### src/hdl/uvc_pkg.sv
//----------------------------------------------------------------------
// uvc stream package
// frame formats, payload header constants and the size arithmetic
// shared by the packetizers and the probe/commit responder
//----------------------------------------------------------------------
`default_nettype none

package uvc_pkg;

    typedef enum logic {
        FRAME_MONO = 1'b0,                              // gray, U/V filled with neutral
        FRAME_YUY2 = 1'b1                               // every byte fetched from user
    } frame_type_e;

    localparam logic [7:0]  HDR_LEN     = 8'd2;         // header length, also header byte 0
    localparam logic [7:0]  BFH_BASE    = 8'h80;        // EOH set, eof in bit 1, fid in bit 0
    localparam logic [7:0]  MONO_CHROMA = 8'h80;        // neutral U and V
    localparam int unsigned PROBE_LEN   = 34;
    localparam logic [31:0] CLOCK_FREQ  = 32'd6_000_000; // dwClockFrequency

    // two bytes per pixel for both formats
    function automatic logic [31:0] frame_bytes(input logic [13:0] w, input logic [13:0] h);
        return 32'(w) * 32'(h) * 32'd2;
    endfunction

    function automatic logic [31:0] packet_count(input logic [31:0] fbytes,
                                                 input logic [9:0]  psize);
        logic [31:0] pay;
        pay = 32'(psize) - 32'(HDR_LEN);                // payload bytes per packet
        return (fbytes + pay - 32'd1) / pay;            // round up
    endfunction

    function automatic logic [31:0] last_packet_size(input logic [31:0] fbytes,
                                                     input logic [9:0]  psize);
        logic [31:0] pay;
        logic [31:0] rem;
        pay = 32'(psize) - 32'(HDR_LEN);
        rem = fbytes % pay;
        return ((rem == 32'd0) ? pay : rem) + 32'(HDR_LEN); // header included
    endfunction

    // one byte of the probe/commit control block, little endian fields
    function automatic logic [7:0] probe_commit_byte(input logic [8:0]  idx,
                                                     input logic [31:0] fbytes,
                                                     input logic [9:0]  psize);
        logic [31:0] intv;
        logic [31:0] maxpay;
        intv   = packet_count(fbytes, psize) * 32'd10000; // one packet per ms, in 100 ns units
        maxpay = 32'(psize);
        case (idx)
            9'd2, 9'd3:                return 8'h01;     // format and frame index
            9'd4, 9'd5, 9'd6, 9'd7:    return intv[8*(idx-9'd4) +: 8];
            9'd16:                     return 8'h01;     // wDelay = 1 ms
            9'd18, 9'd19, 9'd20, 9'd21: return fbytes[8*(idx-9'd18) +: 8];
            9'd22, 9'd23, 9'd24, 9'd25: return maxpay[8*(idx-9'd22) +: 8];
            9'd26, 9'd27, 9'd28, 9'd29: return CLOCK_FREQ[8*(idx-9'd26) +: 8];
            9'd30:                     return 8'h03;     // bmFramingInfo, fid and eof used
            default:                   return 8'h00;     // hints, rates, versions, past end
        endcase
    endfunction

endpackage

`default_nettype wire

### src/hdl/usb_frame_sched.sv
//----------------------------------------------------------------------
// usb frame scheduler
// starts each stream's packet in turn after a usb start-of-frame
//----------------------------------------------------------------------
`timescale 1ns/10ps
`default_nettype none

module usb_frame_sched #(
    parameter int NUM_STREAMS = 2
) (
    input  logic                   clk,
    input  logic                   usb_rstn,
    input  logic                   sof,                 // usb start-of-frame pulse
    input  logic [NUM_STREAMS-1:0] done,                // packet finished, per stream
    output logic [NUM_STREAMS-1:0] start                // packet start pulse, per stream
);

    localparam int               IDX_W    = (NUM_STREAMS > 1) ? $clog2(NUM_STREAMS) : 1;
    localparam logic [IDX_W-1:0] LAST_IDX = IDX_W'(NUM_STREAMS - 1);

    logic             busy;                             // round in progress
    logic [IDX_W-1:0] idx;                              // stream currently sending

    always_ff @(posedge clk or negedge usb_rstn) begin
        if (!usb_rstn) begin
            busy  <= 1'b0;
            idx   <= '0;
            start <= '0;
        end else begin
            start <= '0;                                // pulses only
            if (!busy) begin
                if (sof) begin                          // new usb frame, stream 0 first
                    busy     <= 1'b1;
                    idx      <= '0;
                    start[0] <= 1'b1;
                end
            end else if (done[idx]) begin
                if (idx == LAST_IDX) begin
                    busy <= 1'b0;                       // round over, wait for next sof
                end else begin
                    idx               <= idx + 1'b1;
                    start[idx + 1'b1] <= 1'b1;          // hand over to next stream
                end
            end
            // sof during busy is dropped
        end
    end

endmodule

`default_nettype wire

### src/hdl/uvc_packetizer.sv
//----------------------------------------------------------------------
// uvc packetizer
// builds one payload packet per start: header length, framing byte,
// then pixel bytes fetched from the user with vf_sof / vf_req
// mono streams get neutral chroma in the U and V slots
//----------------------------------------------------------------------
`timescale 1ns/10ps
`default_nettype none

module uvc_packetizer #(
    parameter logic [13:0]          FRAME_W     = 14'd320,
    parameter logic [13:0]          FRAME_H     = 14'd240,
    parameter logic [9:0]           PACKET_SIZE = 10'd802,
    parameter uvc_pkg::frame_type_e FRAME_TYPE  = uvc_pkg::FRAME_YUY2
) (
    input  logic       clk,
    input  logic       usb_rstn,
    input  logic       start,                           // from scheduler
    input  logic       byte_take,                       // byte_data taken by merger
    output logic [7:0] byte_data,
    output logic       byte_valid,
    output logic       done,                            // pulse after last byte taken
    output logic       vf_sof,                          // start of video frame to user
    output logic       vf_req,                          // vf_byte sampled this cycle
    input  logic [7:0] vf_byte
);

    localparam logic [31:0] FBYTES    = uvc_pkg::frame_bytes(FRAME_W, FRAME_H);
    localparam logic [31:0] NPKT      = uvc_pkg::packet_count(FBYTES, PACKET_SIZE);
    localparam logic [31:0] LAST_SIZE = uvc_pkg::last_packet_size(FBYTES, PACKET_SIZE);
    localparam logic        IS_YUY2   = (FRAME_TYPE == uvc_pkg::FRAME_YUY2);

    logic [9:0]  bcnt;                                  // index of byte on byte_data
    logic [9:0]  bnext;
    logic [31:0] pcnt;                                  // packet within video frame
    logic        fid;
    logic        plast;                                 // last packet of the frame
    logic [9:0]  psize;                                 // size incl header
    logic        fetch;                                 // next payload byte from user
    logic        take;

    assign take  = byte_valid && byte_take;
    assign bnext = bcnt + 10'd1;
    assign plast = (pcnt == NPKT - 32'd1);
    assign psize = plast ? LAST_SIZE[9:0] : PACKET_SIZE;
    assign fetch = IS_YUY2 || !bnext[0];                // even payload offset of mono is Y

    //------------------------------------------------------------------
    // control
    //------------------------------------------------------------------
    always_ff @(posedge clk or negedge usb_rstn) begin
        if (!usb_rstn) begin
            byte_valid <= 1'b0;
            bcnt       <= '0;
            pcnt       <= '0;
            fid        <= 1'b0;
            done       <= 1'b0;
            vf_sof     <= 1'b0;
            vf_req     <= 1'b0;
        end else begin
            done   <= 1'b0;
            vf_sof <= 1'b0;
            vf_req <= 1'b0;
            if (start) begin
                byte_valid <= 1'b1;                     // header length goes out first
                bcnt       <= '0;
            end else if (vf_req) begin
                byte_valid <= 1'b1;                     // fetched byte now on byte_data
            end else if (take) begin
                bcnt   <= bnext;
                vf_sof <= (bcnt == 10'd0) && (pcnt == 32'd0);
                if (bnext == psize) begin               // packet complete
                    byte_valid <= 1'b0;
                    done       <= 1'b1;
                    if (plast) begin
                        pcnt <= '0;
                        fid  <= ~fid;                   // next video frame
                    end else begin
                        pcnt <= pcnt + 32'd1;
                    end
                end else if (bnext >= 10'd2 && fetch) begin
                    byte_valid <= 1'b0;                 // gap while user supplies byte
                    vf_req     <= 1'b1;
                end
            end
        end
    end

    //------------------------------------------------------------------
    // byte register
    //------------------------------------------------------------------
    always_ff @(posedge clk) begin
        if (start) begin
            byte_data <= uvc_pkg::HDR_LEN;
        end else if (vf_req) begin
            byte_data <= vf_byte;                       // captured at the vf_req edge
        end else if (take) begin
            if (bnext == 10'd1) begin
                byte_data <= uvc_pkg::BFH_BASE | {6'd0, plast, fid};
            end else if (!fetch) begin
                byte_data <= uvc_pkg::MONO_CHROMA;      // U or V slot of mono
            end
        end
    end

endmodule

`default_nettype wire

### src/hdl/ep_tx_mux.sv
//----------------------------------------------------------------------
// transmit merger
// one-deep output register that drains the single active packetizer
// into a tagged byte stream for the iso IN endpoint
//----------------------------------------------------------------------
`timescale 1ns/10ps
`default_nettype none

module ep_tx_mux #(
    parameter  int NUM_STREAMS = 2,
    localparam int IDX_W       = (NUM_STREAMS > 1) ? $clog2(NUM_STREAMS) : 1
) (
    input  logic                        clk,
    input  logic                        usb_rstn,
    input  logic [NUM_STREAMS-1:0][7:0] byte_data,
    input  logic [NUM_STREAMS-1:0]      byte_valid,
    output logic [NUM_STREAMS-1:0]      byte_take,      // byte loaded this cycle
    output logic [7:0]                  tx_data,
    output logic                        tx_valid,
    output logic [IDX_W-1:0]            tx_ep,          // stream index of tx_data
    input  logic                        tx_ready
);

    logic [IDX_W-1:0] sel;                              // active requester
    logic             load;

    // at most one requester is valid at a time
    always_comb begin
        sel = '0;
        for (int i = 0; i < NUM_STREAMS; i++) begin
            if (byte_valid[i]) begin
                sel = IDX_W'(i);
            end
        end
    end

    assign load = (|byte_valid) && (!tx_valid || tx_ready); // empty or draining

    always_comb begin
        byte_take      = '0;
        byte_take[sel] = load;
    end

    always_ff @(posedge clk or negedge usb_rstn) begin
        if (!usb_rstn) begin
            tx_valid <= 1'b0;
        end else if (load) begin
            tx_valid <= 1'b1;
        end else if (tx_ready) begin
            tx_valid <= 1'b0;                           // drained, nothing new
        end
    end

    always_ff @(posedge clk) begin
        if (load) begin                                 // held under back-pressure
            tx_data <= byte_data[sel];
            tx_ep   <= sel;
        end
    end

endmodule

`default_nettype wire

### src/hdl/uvc_probe_commit.sv
//----------------------------------------------------------------------
// probe/commit responder
// answers the class GET request on endpoint 0 with the 34 byte
// video probe/commit control block, one byte per resp_idx
//----------------------------------------------------------------------
`timescale 1ns/10ps
`default_nettype none

module uvc_probe_commit #(
    parameter logic [13:0] FRAME_W     = 14'd320,
    parameter logic [13:0] FRAME_H     = 14'd240,
    parameter logic [9:0]  PACKET_SIZE = 10'd802
) (
    input  logic        clk,
    input  logic [63:0] setup_cmd,                      // 8 byte setup packet
    input  logic [8:0]  resp_idx,                       // byte index requested by core
    output logic [7:0]  resp
);

    localparam logic [31:0] FBYTES = uvc_pkg::frame_bytes(FRAME_W, FRAME_H);

    logic match;

    // class request to interface, VS_PROBE_CONTROL selector, interface 1
    assign match = (setup_cmd[7:0]   == 8'hA1)
                && (setup_cmd[31:16] == 16'h0100)       // wValue, selector in high byte
                && (setup_cmd[47:32] == 16'h0001);      // wIndex

    always_ff @(posedge clk) begin
        if (match && (resp_idx < uvc_pkg::PROBE_LEN)) begin
            resp <= uvc_pkg::probe_commit_byte(resp_idx, FBYTES, PACKET_SIZE);
        end else begin
            resp <= 8'h00;
        end
    end

endmodule

`default_nettype wire

### src/hdl/uvc_stream_top.sv
//----------------------------------------------------------------------
// uvc streaming top
// scheduler, one packetizer per camera stream, the transmit merger
// and the probe/commit responder
//----------------------------------------------------------------------
`timescale 1ns/10ps
`default_nettype none

module uvc_stream_top #(
    parameter  int                                     NUM_STREAMS = 2,
    parameter  logic [13:0]                            FRAME_W     = 14'd320, // even
    parameter  logic [13:0]                            FRAME_H     = 14'd240, // even
    parameter  logic [9:0]                             PACKET_SIZE = 10'd802, // header + payload
    parameter  uvc_pkg::frame_type_e [NUM_STREAMS-1:0] FRAME_TYPES =
        {uvc_pkg::FRAME_MONO, uvc_pkg::FRAME_YUY2},
    localparam int                                     IDX_W       =
        (NUM_STREAMS > 1) ? $clog2(NUM_STREAMS) : 1
) (
    input  logic                        clk,
    input  logic                        usb_rstn,
    input  logic                        sof,            // usb start-of-frame
    input  logic                        tx_ready,       // iso IN endpoint accept
    input  logic [63:0]                 setup_cmd,
    input  logic [8:0]                  resp_idx,
    input  logic [NUM_STREAMS-1:0][7:0] vf_byte,
    output logic [NUM_STREAMS-1:0]      vf_sof,
    output logic [NUM_STREAMS-1:0]      vf_req,
    output logic [7:0]                  tx_data,
    output logic                        tx_valid,
    output logic [IDX_W-1:0]            tx_ep,
    output logic [7:0]                  resp
);

    logic [NUM_STREAMS-1:0]      start;
    logic [NUM_STREAMS-1:0]      done;
    logic [NUM_STREAMS-1:0][7:0] byte_data;
    logic [NUM_STREAMS-1:0]      byte_valid;
    logic [NUM_STREAMS-1:0]      byte_take;

    usb_frame_sched #(
        .NUM_STREAMS (NUM_STREAMS)
    ) i_usb_frame_sched (
        .clk      (clk),
        .usb_rstn (usb_rstn),
        .sof      (sof),
        .done     (done),
        .start    (start)
    );

    for (genvar i = 0; i < NUM_STREAMS; i++) begin : g_stream
        uvc_packetizer #(
            .FRAME_W     (FRAME_W),
            .FRAME_H     (FRAME_H),
            .PACKET_SIZE (PACKET_SIZE),
            .FRAME_TYPE  (FRAME_TYPES[i])
        ) i_uvc_packetizer (
            .clk        (clk),
            .usb_rstn   (usb_rstn),
            .start      (start[i]),
            .byte_take  (byte_take[i]),
            .byte_data  (byte_data[i]),
            .byte_valid (byte_valid[i]),
            .done       (done[i]),
            .vf_sof     (vf_sof[i]),
            .vf_req     (vf_req[i]),
            .vf_byte    (vf_byte[i])
        );
    end

    ep_tx_mux #(
        .NUM_STREAMS (NUM_STREAMS)
    ) i_ep_tx_mux (
        .clk        (clk),
        .usb_rstn   (usb_rstn),
        .byte_data  (byte_data),
        .byte_valid (byte_valid),
        .byte_take  (byte_take),
        .tx_data    (tx_data),
        .tx_valid   (tx_valid),
        .tx_ep      (tx_ep),
        .tx_ready   (tx_ready)
    );

    uvc_probe_commit #(
        .FRAME_W     (FRAME_W),
        .FRAME_H     (FRAME_H),
        .PACKET_SIZE (PACKET_SIZE)
    ) i_uvc_probe_commit (
        .clk       (clk),
        .setup_cmd (setup_cmd),
        .resp_idx  (resp_idx),
        .resp      (resp)
    );

endmodule

`default_nettype wire

### config.mk
export PLATFORM = sky130hd
export DESIGN_NAME = uvc_stream_top
export DESIGN_NICKNAME = d
export VERILOG_FILES = /design/src/hdl/uvc_pkg.sv /design/src/hdl/usb_frame_sched.sv /design/src/hdl/uvc_packetizer.sv /design/src/hdl/ep_tx_mux.sv /design/src/hdl/uvc_probe_commit.sv /design/src/hdl/uvc_stream_top.sv
export SDC_FILE = /design/constraint.sdc
export NUM_CORES = 1
export LEC_CHECK = 0
export BUFFER_PORTS_ARGS = -buffer_cell sky130_fd_sc_hd__buf_2
export CORE_UTILIZATION = 41
export DETAILED_ROUTE_END_ITERATION = 10
export PLACE_DENSITY = 0.58
export SETUP_SLACK_MARGIN = 0.1
export SLEW_MARGIN = 25
export SYNTH_ARGS = -nofsm -noshare
export SYNTH_HDL_FRONTEND = slang
export SYNTH_HIERARCHICAL = 1
export SYNTH_SLANG_ARGS = --single-unit
### constraint.sdc
create_clock -name clk -period 7.2 [get_ports clk]
set_clock_uncertainty 0.2 [all_clocks]
set_input_delay 0.72 -clock clk [delete_from_list [all_inputs] [get_ports clk]]
set_output_delay 0.72 -clock clk [all_outputs]
set_load 0.01 [all_outputs]
# ---- Yosys cells after proc, flatten, opt, wreduce, memory -nomap -nowiden
# Cells that the tools add are included.
dict set report totals {
  output_inout_bits 22
  mem_count 0
  reg_bits 132
  rom_bits 0
  inputBits 93
  latch_bits 0
  wordCells 203
  mem_bits_rw 0
}
dict set report classes {
  n_mul 0
  magnitude_cmp 8
  n_addsub 9
  eq_ne 32
  div 0
  mux 73
  n_reduce_logical 47
  n_bitwise 7
  shift 4
}
# cell n
set ops {}
lappend ops {{$shiftx 32x33->8 const A} 4}
lappend ops {{$eq 9x5->1 const B} 14}
lappend ops {{$mux 8} 9}
lappend ops {{$add 32x1->32 const B} 2}
lappend ops {{$eq 32x8->1 const B} 2}
lappend ops {{$logic_not 32->1} 2}
lappend ops {{$mux 32} 2}
lappend ops {{$mux 10} 6}
lappend ops {{$mux 1} 51}
lappend ops {{$pmux 8 s6} 1}
lappend ops {{$eq 9x3->1 const B} 4}
lappend ops {{$sub 9x5->10 const B} 3}
lappend ops {{$add 10x1->10 const B} 2}
lappend ops {{$eq 10x1->1 const B} 2}
lappend ops {{$eq 10x10->1 const B} 2}
lappend ops {{$ge 10x2->1 const B} 2}
lappend ops {{$logic_not 10->1} 2}
lappend ops {{$eq 9x2->1 const B} 2}
lappend ops {{$eq 16x1->1 const B} 1}
lappend ops {{$eq 16x9->1 const B} 1}
lappend ops {{$reduce_or 4->1} 4}
lappend ops {{$reduce_and 2->1} 7}
lappend ops {{$reduce_bool 2->1} 7}
lappend ops {{$logic_and 1x1->1} 11}
lappend ops {{19 further kinds} 37}

# ---- Longest topological paths before layout
# Gate-level depths: netlist of run 1.
dict set report logic_depth {
  ltp_word 10
  mapped_depth 10
  mapped_depth_nobuf 8
}

# ---- Modules after synthesis
# The synthesis of run 1 kept the hierarchy.
# mod cells_per_inst instances seq_area_each_um2 area_per_inst_um2
set by_module_without_submodules {}
lappend by_module_without_submodules {{uvc_packetizer at g_stream[0].i_uvc_packetizer} 341 1 1336.3 3139.3}
lappend by_module_without_submodules {{uvc_packetizer at g_stream[1].i_uvc_packetizer} 339 1 1336.3 3091.7}
lappend by_module_without_submodules {uvc_probe_commit 102 1 160.2 820.8}
lappend by_module_without_submodules {ep_tx_mux 26 1 295.3 461.7}
lappend by_module_without_submodules {usb_frame_sched 11 1 100.1 132.6}

# ---- Worst setup path before layout of run 1
# OpenSTA, ideal clock, no wires.
dict set report synth_path {
  path_type {reg2reg}
  from {reg g_stream[0].i_uvc_packetizer.bcnt[0]}
  to {reg g_stream[0].i_uvc_packetizer.pcnt[16]}
  required_ps 6871
  t_arrival_ps 2345
  path_buffers 2
  path_stages_with_launch 10
  setup_ps 129
  setup_slack_ps 4526
  synth_period_minus_slack_ps 2674
  cell_sequence {dfrtp_1 > ha_1 > nand4_2 > or3_4 > a221oi_4 > nand4_4 > buf_2 > buf_2 > o21ai_1 > o41ai_2}
}
dict set report synth_via {
  elab_chain_len 3
}
# item line_no
set synth_rtl {}
lappend synth_rtl {{start, declared} uvc_packetizer.sv:33} ;# logic [9:0] bcnt;
lappend synth_rtl {{start signal, assigned} uvc_packetizer.sv:70} ;# bcnt <= bnext;
lappend synth_rtl {{$add 10x1->10} uvc_packetizer.sv:43} ;# assign bnext = bcnt + 10'd1;
lappend synth_rtl {{$eq 10x10->1} uvc_packetizer.sv:72} ;# if (bnext == psize) begin
lappend synth_rtl {{$reduce_and 4->1 (no line)} -}
lappend synth_rtl {{end signal, assigned} uvc_packetizer.sv:79} ;# pcnt <= pcnt + 32'd1;
lappend synth_rtl {{end, declared} uvc_packetizer.sv:35} ;# logic [31:0] pcnt;
# No other way between the ends.
# A chain may end at the register's enable or synchronous reset.

# ---- Worst setup path in the final report of run 1
dict set report layout_path {
  from {reg g_stream[0].i_uvc_packetizer.bcnt[0]}
  to {reg g_stream[0].i_uvc_packetizer.pcnt[15]}
}
# The elaborated chain is that of the path after synthesis.

==> results of run 1 <==
[per-layer routing]
metal / global-route usage [%] / wire [um] / up-vias
li1: - / - / 3229
met5: 0 / 0 / -
met3: 3.42 / 718 / 16
met2: 29.9 / 8120 / 165
met4: 6.51 / 208 / 0
met1: 26.0 / 8650 / 3082
[stage by stage]
| stage | util, % | area, um2 | total power, mW | std cells | hold WS [ns] |
|---|---|---|---|---|---|
| 6_report | 48.5 | 8800 | 2.28 | 1136 | 0.0609 |
| 5_1_grt | 48.5 | 8800 | 2.41 | 1136 | 0.0821 |
| 4_1_cts | 48.5 | 8800 | 2.31 | 1136 | 0.0673 |
| 3_5_place_dp | 45.3 | 8230 | 1.48 | 1104 | 0.238 |
| 3_3_place_gp | 45.3 | 8230 | 1.47 | 1104 | 0.232 |
| 2_1_floorplan | - | 7650 | 1.33 | 819 | 0.214 |
[cells in the mapped netlist (4+ instances only)]
cell	count
a31oi_1	14
nor4_1	30
dfrtp_1	99
nor3_1	30
mux2_4	7
inv_1	27
and4_1	13
dfxtp_1	24
or3_1	15
nor2b_1	7
o31ai_2	11
clkbuf_1	19
and2_1	8
nand2_1	71
o31ai_1	36
or4_1	4
a32o_1	5
o21a_1	4
nand3_1	41
a21oi_1	17
o22ai_1	5
nor2_1	76
o21ai_1	35
buf_2	13
mux2_2	4
xor2_1	26
edfxtp_1	9
nand2b_1	7
buf_6	4
a211oi_1	5
xnor2_1	11
nor4b_1	5
and3_1	14
o21ai_0	11
nand4_1	19
ha_1	18
[cells in the final DEF (no fill, tap or decap), drive strengths merged, types with 3 or more instances in the layout]
master and n:
and4 13, o221a 3, or3 16, o31ai 47, a41oi 3, mux2 14
a32o 5, nand3b 4, nand2b 8, o21ai 47, xor2 26, nor2b 7
o41ai 6, edfxtp 9, nor3 33, o21a 4, nor4b 5, nand4 21
nand3 41, nor3b 4, clkbuf 30, inv 28, buf 96, and2 9
ha 18, a21oi 17, a211oi 6, xnor2 11, a31oi 14, dfxtp 24
o22ai 5, nand2 71, a2111oi 3, or4 4, nor4 31, and3 14
dfrtp 99, nor2 76
[kinds of logic (layout without fill, tap and decap cells)]
family / after synthesis / count (layout) / synth area share (%)
AOI/OAI and AO/OA: 184 / 184 / 18.2
xor gates and xnor gates: 37 / 37 / 4.24
adders and majority gates: 18 / 18 / 2.95
buffers and inverters: 69 / 157 / 4.21
DFF: 132 / 132 / 42.2
muxes: 15 / 15 / 2.54
and+or+nand+nor: 364 / 364 / 25.6
[power breakdown]
| part | total, mW | switching (mW) | leakage, nW | internal (mW) |
|---|---|---|---|---|
| combinational | 0.479 | 0.261 | 1.71 | 0.219 |
| sequential | 0.983 | 0.117 | 1.64 | 0.866 |
| clock | 0.822 | 0.305 | 0.276 | 0.516 |
[sequential cells by signal, summed over array words and instances, names as in the netlist]
signal	count
g_stream.i_uvc_packetizer/pcnt	64
g_stream.i_uvc_packetizer/byte_data	16
i_usb_frame_sched/busy	1
g_stream.i_uvc_packetizer/byte_valid	2
i_ep_tx_mux/tx_data	8
i_usb_frame_sched/start	2
i_usb_frame_sched/idx	1
g_stream.i_uvc_packetizer/bcnt	20
g_stream.i_uvc_packetizer/done	2
g_stream.i_uvc_packetizer/vf_sof	2
i_uvc_probe_commit/resp	8
g_stream.i_uvc_packetizer/vf_req	2
g_stream.i_uvc_packetizer/fid	2
i_ep_tx_mux/tx_valid	1
i_ep_tx_mux/tx_ep	1
[worst max-delay path by stage]
stage	from	end	slack [ns]	cells after the start
5_1_grt	g_stream[0].i_uvc_packetizer/bcnt[0]$_DFFE_PN0P_	g_stream[0].i_uvc_packetizer/pcnt[23]$_DFFE_PN0P_	3.48	8
2_1_floorplan	g_stream[0].i_uvc_packetizer/bcnt[0]$_DFFE_PN0P_	g_stream[0].i_uvc_packetizer/pcnt[16]$_DFFE_PN0P_	4.53	9
3_3_place_gp	g_stream[0].i_uvc_packetizer/bcnt[0]$_DFFE_PN0P_	g_stream[0].i_uvc_packetizer/pcnt[16]$_DFFE_PN0P_	3.68	8
6_report	g_stream[0].i_uvc_packetizer/bcnt[0]$_DFFE_PN0P_	g_stream[0].i_uvc_packetizer/pcnt[15]$_DFFE_PN0P_	3.66	8
4_1_cts	g_stream[0].i_uvc_packetizer/bcnt[0]$_DFFE_PN0P_	g_stream[0].i_uvc_packetizer/pcnt[15]$_DFFE_PN0P_	3.65	8
3_5_place_dp	g_stream[0].i_uvc_packetizer/bcnt[0]$_DFFE_PN0P_	g_stream[0].i_uvc_packetizer/pcnt[23]$_DFFE_PN0P_	3.67	8
[final cells by class]
class                      count  area (um2)  area share, %
inverter                      29         114           1.29
multi-input combinational    618        4100           46.6
clock inverter                 2        12.5          0.142
sequential                   132        3230           36.7
timing repair buffer          96         498           5.66
tap                          229         287           3.26
clock buffer                  30         556           6.31
[worst max-delay path, stage by stage (launching register included)]
cell and delay [ns]:
dfrtp_1 0.45, ha_1 0.33, nand4_2 0.22, or3_4 0.44, a221oi_4 0.35, nand4_4 0.47, clkinv_4 0.24, nand2b_2 0.32
o41ai_2 0.40
==> run_results.csv, run 1 <==
group,metric,value,unit
outcome,status,"finished with violations",
outcome,violations,"design-rule violations",
sta,fin_crit_sh,49.1,%
yosys,synth_ff_type,"dfrtp_1",
layout,insertedDiodeCount,0,
pwr,p_leak,3.62,nW
layout,drive_gt1_share,18.6,%
place,dp_slack,3.67,ns
drt,wl,17700,um
yosys,synth.top_cell.area_share,32.4,%
worst_setup_path,cp-end-kind,"register",
drt,drc,15,
flow_run,cap_violations,0,
worst_setup_path,worstRegToRegCells,8,
yosys,synth_area_leader_cell,"dfrtp_1",
sta,hold_viol,0,
sta,fin_setup_tns,0,ns
worst_setup_path,r2r-end,"g_stream[0].i_uvc_packetizer/pcnt[15]$_DFFE_PN0P_",
yosys,async_reset_ff_share,75.0,%
worst_setup_path,crit_fanout,32,
global_routing,grt_pass1_vias,6087,
clock_network,cts_buffer_depth,2,
yosys,synthTopCellsByArea,"dfrtp_1, dfxtp_1, nor2_1, edfxtp_1, o31ai_1",
drt,viasPerCell,5.71,
place,place.gp.congestion,0.783,
global_routing,grt_max_degree,66,
sta,report.final.slew_viol_count,0,
worst_setup_path,cp_data_arrival_time,3.65,ns
die,core,18100,um2
clock_network,ctsHtreeMaxLevel,4,
drt,vias,6492,
global_routing,antenna_found_initial,0,
clock_network,ctsResizeCount,0,
die,fp.dieH,139,um
die,start_util,42.1,%
layout,area.growth.synth_to_final,15.1,%
drt,drt_iter0_markers,393,
drt,antenna_left,0,
drt,first_pass_iters,8,
yosys,seq_area_frac_synth,42.2,%
yosys,yosys_warnings,6,
place,io_buffers,90,
clock_network,cts_tree,"done",
sta,slew_headroom,43.4,%
clock_network,clock-sinks,132,
sta,fin_ws,3.66,ns
die,die-area,19200,um2
clock_network,cts_buffers,17,
sta,rsz0062_at_grt,"false",
global_routing,grt_pass1_wl,29700,um
yosys,synth_cells,819,
layout,fillers,1746,
clock_network,clock_latency,0.41,ns
pwr,ir_worst_vdd,0.133,mV
sta,tightest_slew,0.849,ns
worst_setup_path,worstSetupPathType,"reg -> reg",
hold_path,holdCritPathClass,"in -> async",
clock_network,cts_setup_buffers,0,
die,die_w,139,um
worst_setup_path,start_kind,"register",
worst_setup_path,required,7.31,ns
die,ioPinCount,115,
global_routing,overflow,0,
drt,drt-wirelength-per-cell,15.6,um
yosys,yosys_register_bits,132,
die,rows,49,
worst_setup_path,r2r_slack,3.66,ns
pwr,power_density,260,nW/um2
global_routing,grt.total_usage,18.9,%
layout,fin_nets,1005,
sta,max_freq,283,MHz
yosys,syn_avg_cell_area,9.34,um2
yosys,synth.distinct_cells,84,
worst_setup_path,r2r-start,"g_stream[0].i_uvc_packetizer/bcnt[0]$_DFFE_PN0P_",
clock_network,root_buffer,"clkbuf_16",
sta,finalCriticalPeriod,3.54,ns
sta,setup-violations-final,0,
yosys,syn_area,7650,um2
place,hpwl,12000,um
clock_network,postCtsHoldBufs,0,
clock_network,path_clk_slew,0.06,ns
yosys,syn_nets,930,
yosys,synth-edff-count,9,
No activity file was read; power rests on OpenSTA's default activity.
==> inputs of run 2 (changes only) <==
Clock period 7.2 ns to 3.59 ns, I/O delays scaled along.
==> run 2 against run 1 <==
Against the previous run: the flow still finishes with violations (design-rule violations); worst hold slack got worse by 0.045 ns; flip-flop and latch count unchanged; worst setup slack lost 3.1 ns; first-iteration DRC count down 4.8%; clock power up 100%; sequential share of layout area shrank 0.59 points; largest cell class unchanged.
==> run_results.csv, run 2 (synthesized netlist as in run 1, its figures left out) <==
group,metric,value,unit
outcome,status,"finished with violations",
outcome,violations,"design-rule violations",
clock_network,root_buffer,"clkbuf_16",
layout,layout_common_cells,"dfrtp_1, buf_2, nor2_1",
sta,finalCriticalPeriod,3.06,ns
drt,viasPerCell,5.66,
worst_setup_path,start_kind,"register",
clock_network,path_clk_slew,0.05,ns
worst_setup_path,required,3.70,ns
clock_network,cts_tree,"done",
layout,largest-register,"g_stream.i_uvc_packetizer/pcnt",
layout,final_common_cell,"dfrtp_1",
sta,fin_setup_tns,0,ns
global_routing,grt_pass1_vias,6178,
place,place.gp.congestion,0.777,
worst_setup_path,critPathLaunch,"g_stream[0].i_uvc_packetizer/bcnt[0]$_DFFE_PN0P_",
worst_setup_path,r2r-start,"g_stream[0].i_uvc_packetizer/bcnt[0]$_DFFE_PN0P_",
die,rows,49,
place,hpwl,12100,um
worst_setup_path,r2r_slack,0.53,ns
global_routing,grt_max_degree,66,
drt,first_pass_iters,8,
worst_setup_path,worstSetupPathType,"reg -> reg",
die,die_w,139,um
layout,fin_nets,1020,
drt,drt-wirelength-per-cell,15.3,um
layout,stdcell_count,1151,
global_routing,grt_pass1_wl,30200,um
layout,fin_util,49.3,%
layout,insertedDiodeCount,0,
hold_path,holdCritPathClass,"in -> reg",
pwr,p_total,4.61,mW
drt,vias,6511,
drt,drc,14,
die,ioPinCount,115,
sta,fin_crit_sh,85.2,%
layout,drive_gt1_share,19.2,%
sta,tightest_slew,0.873,ns
drt,wl,17600,um
clock_network,clock-sinks,132,
sta,slew_headroom,41.8,%
drt,drt_iter0_markers,374,
pwr,ir_worst_vdd,0.291,mV
clock_network,ctsHtreeMaxLevel,4,
sta,report.final.slew_viol_count,0,
layout,area.growth.synth_to_final,16.9,%
worst_setup_path,worstRegToRegCells,8,
global_routing,overflow,0,
drt,antenna_left,0,
place,dpl_cell_area,8290,um2
clock_network,cts_buffers,17,
die,start_util,42.1,%
place,place_inst,1110,
worst_setup_path,r2r-end,"g_stream[0].i_uvc_packetizer/pcnt[15]$_DFFE_PN0P_",
layout,largest_register_ffs,64,
pwr,p_leak,3.69,nW
flow_run,cap_violations,0,
worst_setup_path,cp-end-kind,"register",
sta,hold_ws,0.0158,ns
sta,setup-violations-final,0,
die,fp.dieH,139,um
pwr,power_density,516,nW/um2
sta,rsz0062_at_grt,"false",
die,core,18100,um2
die,die-area,19200,um2
clock_network,cts_buffer_depth,2,
place,dp_slack,0.537,ns
sta,max_freq,327,MHz
clock_network,cts_setup_buffers,0,
worst_setup_path,crit_fanout,19,
worst_setup_path,cp_data_arrival_time,3.16,ns
sta,hold_viol,0,
layout,postLayoutCellArea,8940,um2
worst_setup_path,endpoint,"g_stream[0].i_uvc_packetizer/pcnt[15]$_DFFE_PN0P_",
place,io_buffers,90,
global_routing,antenna_found_initial,0,
clock_network,postCtsHoldBufs,9,
clock_network,clock_latency,0.42,ns
clock_network,ctsResizeCount,0,
global_routing,grt.total_usage,19.1,%
layout,top_regs,"g_stream.i_uvc_packetizer/pcnt (64), g_stream.i_uvc_packetizer/bcnt (20), g_stream.i_uvc_packetizer/byte_data (16)",
sta,fin_ws,0.533,ns
## run 2: worst min path at each step
stage	startpoint	to	slack, ns	cells after the start
floorplan	usb_rstn	g_stream[0].i_uvc_packetizer/bcnt[0]$_DFFE_PN0P_	-0.14	0
global placement	i_usb_frame_sched/idx$_DFFE_PN0P_	i_usb_frame_sched/start[1]$_DFF_PN0_	0.24	1
detailed placement	i_usb_frame_sched/idx$_DFFE_PN0P_	i_usb_frame_sched/start[1]$_DFF_PN0_	0.24	1
CTS	vf_byte[15]	g_stream[1].i_uvc_packetizer/byte_data[7]$_SDFFE_PP0P_	0.001	2
global route	vf_byte[15]	g_stream[1].i_uvc_packetizer/byte_data[7]$_SDFFE_PP0P_	0.01	2
finish	vf_byte[2]	g_stream[0].i_uvc_packetizer/byte_data[2]$_SDFFE_PP0P_	0.02	3
## run 2: per-layer routing
layer	vias to the layer above	wire (um)	GRT usage (%)
met5	-	0	0
met4	0	238	6.27
met3	16	726	3.38
met2	168	7960	30.4
met1	3077	8670	26.3
li1	3250	-	-
## run 2: layout make-up
class	count	area [um2]
Fill cell	1731	9210
Multi-Input combinational cell	618	4100
Sequential cell	132	3230
Timing Repair Buffer	111	646
Clock buffer	22	454
Tap cell	229	287
Inverter	29	114
Clock inverter	10	109
## run 2: where the power goes
part / switching, mW / internal [mW] / total [mW]
Clock: 0.637 / 1.03 / 1.67
Combinational: 0.555 / 0.453 / 1.01
Sequential: 0.197 / 1.74 / 1.93
## run 2: critical path: stages, from the launching register on
cell,delay (ns)
dfrtp_1,0.44
ha_1,0.29
nand4_2,0.22
or3_4,0.44
a221oi_4,0.34
nand4_4,0.16
clkinv_4,0.14
nand2b_2,0.32
o41ai_2,0.40
==> inputs of run 3 (changes only) <==
--- a/config.mk
+++ b/config.mk
@@ -10,4 +10,5 @@
 export DETAILED_ROUTE_END_ITERATION = 10
 export PLACE_DENSITY = 0.58
+export RECOVER_POWER = 100
 export SETUP_SLACK_MARGIN = 0.1
 export SLEW_MARGIN = 25
--- a/constraint.sdc
+++ b/constraint.sdc
@@ -3,3 +3,3 @@
 set_input_delay 0.359 -clock clk [delete_from_list [all_inputs] [get_ports clk]]
 set_output_delay 0.359 -clock clk [all_outputs]
-set_load 0.01 [all_outputs]
+set_load 0.02 [all_outputs]
==> run 3 against run 2 <==
Against the previous run: the flow finishes with violations (design-rule violations, max-capacitance violations, max-slew violations); worst setup slack lost 0.17 ns; worst hold slack hardly changed; die area unchanged; power down 0.94%; sequential power about the same; clock power hardly changed; non-clock buffer count is the same; via count shrank 0.11%; design area fell by 1.9%; final cell count did not move; global-route usage unchanged; register-to-register slack lost 0.17 ns; critical path type unchanged.
==> run_results.csv, run 3 (synthesized netlist as in run 1, its figures left out) <==
group,metric,value,unit
outcome,status,"finished with violations",
outcome,violations,"design-rule violations, max-capacitance violations, max-slew violations",
layout,insertedDiodeCount,0,
sta,max_freq,310,MHz
global_routing,grt.total_usage,19.1,%
global_routing,grt_max_degree,66,
global_routing,antenna_found_initial,0,
place,dpl_cell_area,8290,um2
layout,postLayoutCellArea,8770,um2
clock_network,clock_latency,0.42,ns
layout,largest_register_ffs,64,
die,die-area,19200,um2
clock_network,path_clk_slew,0.05,ns
clock_network,clock-sinks,132,
global_routing,overflow,0,
clock_network,cts_tree,"done",
hold_path,holdPathStages,3,
layout,top_regs,"g_stream.i_uvc_packetizer/pcnt (64), g_stream.i_uvc_packetizer/bcnt (20), g_stream.i_uvc_packetizer/byte_data (16)",
pwr,power_density,521,nW/um2
clock_network,root_buffer,"clkbuf_16",
flow_run,cap_violations,1,
drt,drc,14,
place,io_buffers,90,
layout,drive_gt1_share,14.0,%
drt,vias,6504,
sta,report.final.slew_viol_count,66,
sta,finalCriticalPeriod,3.22,ns
die,core,18100,um2
pwr,ir_worst_vdd,0.290,mV
pwr,p_leak,3.54,nW
worst_setup_path,start_kind,"register",
drt,antenna_left,0,
drt,first_pass_iters,8,
sta,rsz0062_at_grt,"false",
layout,largest-register,"g_stream.i_uvc_packetizer/pcnt",
clock_network,ctsHtreeMaxLevel,4,
hold_path,holdCritPathClass,"in -> reg",
sta,tightest_slew,1.66,ns
sta,hold_viol,0,
hold_path,holdPathEnd,"g_stream[0].i_uvc_packetizer/byte_data[2]$_SDFFE_PP0P_",
drt,viasPerCell,5.65,
die,fp.dieH,139,um
layout,fin_util,48.3,%
worst_setup_path,r2r_slack,0.37,ns
place,hpwl,12100,um
drt,drt-wirelength-per-cell,15.3,um
worst_setup_path,worstRegToRegCells,7,
die,ioPinCount,115,
die,rows,49,
global_routing,use_met1,26.3,%
sta,slew_headroom,-10.6,%
global_routing,grt.busiest_layer,"met2",
worst_setup_path,crit_fanout,30,
worst_setup_path,r2r-start,"g_stream[1].i_uvc_packetizer/byte_valid$_DFFE_PN0P_",
global_routing,grt_pass1_wl,30200,um
die,start_util,42.1,%
worst_setup_path,r2r-end,"g_stream[1].i_uvc_packetizer/pcnt[16]$_DFFE_PN0P_",
sta,setup-violations-final,0,
clock_network,cts_buffers,17,
sta,fin_setup_tns,0,ns
layout,layout_common_cells,"dfrtp_1, nor2_1, nand2_1",
worst_setup_path,cp-end-kind,"register",
hold_path,hold_start,"vf_byte[2]",
worst_setup_path,worstSetupPathType,"reg -> reg",
global_routing,grt_pass1_vias,6178,
layout,fin_nets,1020,
layout,area.growth.synth_to_final,14.6,%
worst_setup_path,required,3.69,ns
drt,wl,17600,um
layout,final_common_cell,"dfrtp_1",
sta,fin_crit_sh,89.8,%
clock_network,cts_buffer_depth,2,
global_routing,use_met2,30.4,%
global_routing,grt_use_met3,3.38,%
drt,drt_iter0_markers,370,
place,place.gp.congestion,0.777,
worst_setup_path,cp_data_arrival_time,3.32,ns
die,die_w,139,um
==> run 3: changes by cell type in the layout (fill, tap and decap cells not counted), moves of 3 or more <==
cell / previous run / this run
buf_2: 89 / 66
buf_4: 12 / 9
clkbuf_1: 4 / 28
clkbuf_2: 0 / 3
mux2_1: 3 / 10
mux2_4: 7 / 0
o21ai_0: 11 / 25
o21ai_1: 35 / 22
o31ai_1: 36 / 44
o31ai_2: 11 / 3
==> run 3: final cells by class <==
type,count,area (um2)
fill,1769,9380
multi-input combinational,618,3980
sequential,132,3230
timing repair buffer,111,593
clock buffer,22,454
tap,229,287
inverter,29,114
clock inverter,10,109
==> run 3: critical path: stages (launching register included) <==
cell,delay (ns)
dfrtp_1,0.35
clkbuf_1,0.59
and2_2,0.31
nand2_1,0.10
or3_1,0.37
clkbuf_2,0.40
or4_1,0.65
xnor2_1,0.14
==> run 3: worst max-delay path by stage <==
stage | start | endpoint | slack, ns | cells past startpoint
after detailed placement | g_stream[0].i_uvc_packetizer/bcnt[0]$_DFFE_PN0P_ | g_stream[0].i_uvc_packetizer/pcnt[23]$_DFFE_PN0P_ | 0.54 | 8
final | g_stream[1].i_uvc_packetizer/byte_valid$_DFFE_PN0P_ | g_stream[1].i_uvc_packetizer/pcnt[16]$_DFFE_PN0P_ | 0.37 | 7
after CTS | g_stream[0].i_uvc_packetizer/bcnt[0]$_DFFE_PN0P_ | g_stream[0].i_uvc_packetizer/pcnt[15]$_DFFE_PN0P_ | 0.50 | 8
after global placement | g_stream[0].i_uvc_packetizer/bcnt[0]$_DFFE_PN0P_ | g_stream[0].i_uvc_packetizer/pcnt[31]$_DFFE_PN0P_ | 0.53 | 8
after floorplan | g_stream[0].i_uvc_packetizer/bcnt[0]$_DFFE_PN0P_ | g_stream[0].i_uvc_packetizer/pcnt[16]$_DFFE_PN0P_ | 0.92 | 9
after global routing | g_stream[0].i_uvc_packetizer/bcnt[0]$_DFFE_PN0P_ | g_stream[0].i_uvc_packetizer/pcnt[23]$_DFFE_PN0P_ | 0.14 | 8
==> run 3: stage by stage <==
| stage | total power, mW | instances | hold WS (ns) | setup slack [ns] |
|---|---|---|---|---|
| after floorplan | 2.72 | 819 | -0.137 | 0.916 |
| after global placement | 3.00 | 1110 | 0.237 | 0.528 |
| after detailed placement | 3.01 | 1110 | 0.239 | 0.537 |
| after CTS | 4.72 | 1151 | 0.00138 | 0.501 |
| after global routing | 4.83 | 1151 | 0.0117 | 0.135 |
| final | 4.57 | 1151 | 0.0157 | 0.365 |
==> run 3: power breakdown <==
part / internal, mW / switching, mW / leakage [nW]
clock: 1.03 / 0.635 / 0.274
combinational: 0.381 / 0.589 / 1.63
sequential: 1.74 / 0.195 / 1.64
==> run 3: timing repair <==
action | 4_1_cts | 5_1_grt
endpoints found under the hold margin | 72 | 0
hold buffers | 9 | 0
gates resized for setup | 0 | 0
endpoints found under the setup margin | 0 | 0
setup buffers | 0 | 0
==> run 3: routing by layer <==
layer  up-vias  part of all wire (%)  wire, um
li1       3251                     -         -
met3        16                   4.1       727
met2       170                    45      7960
met1      3067                    49      8690
met5         -                     0         0
met4         0                   1.3       237
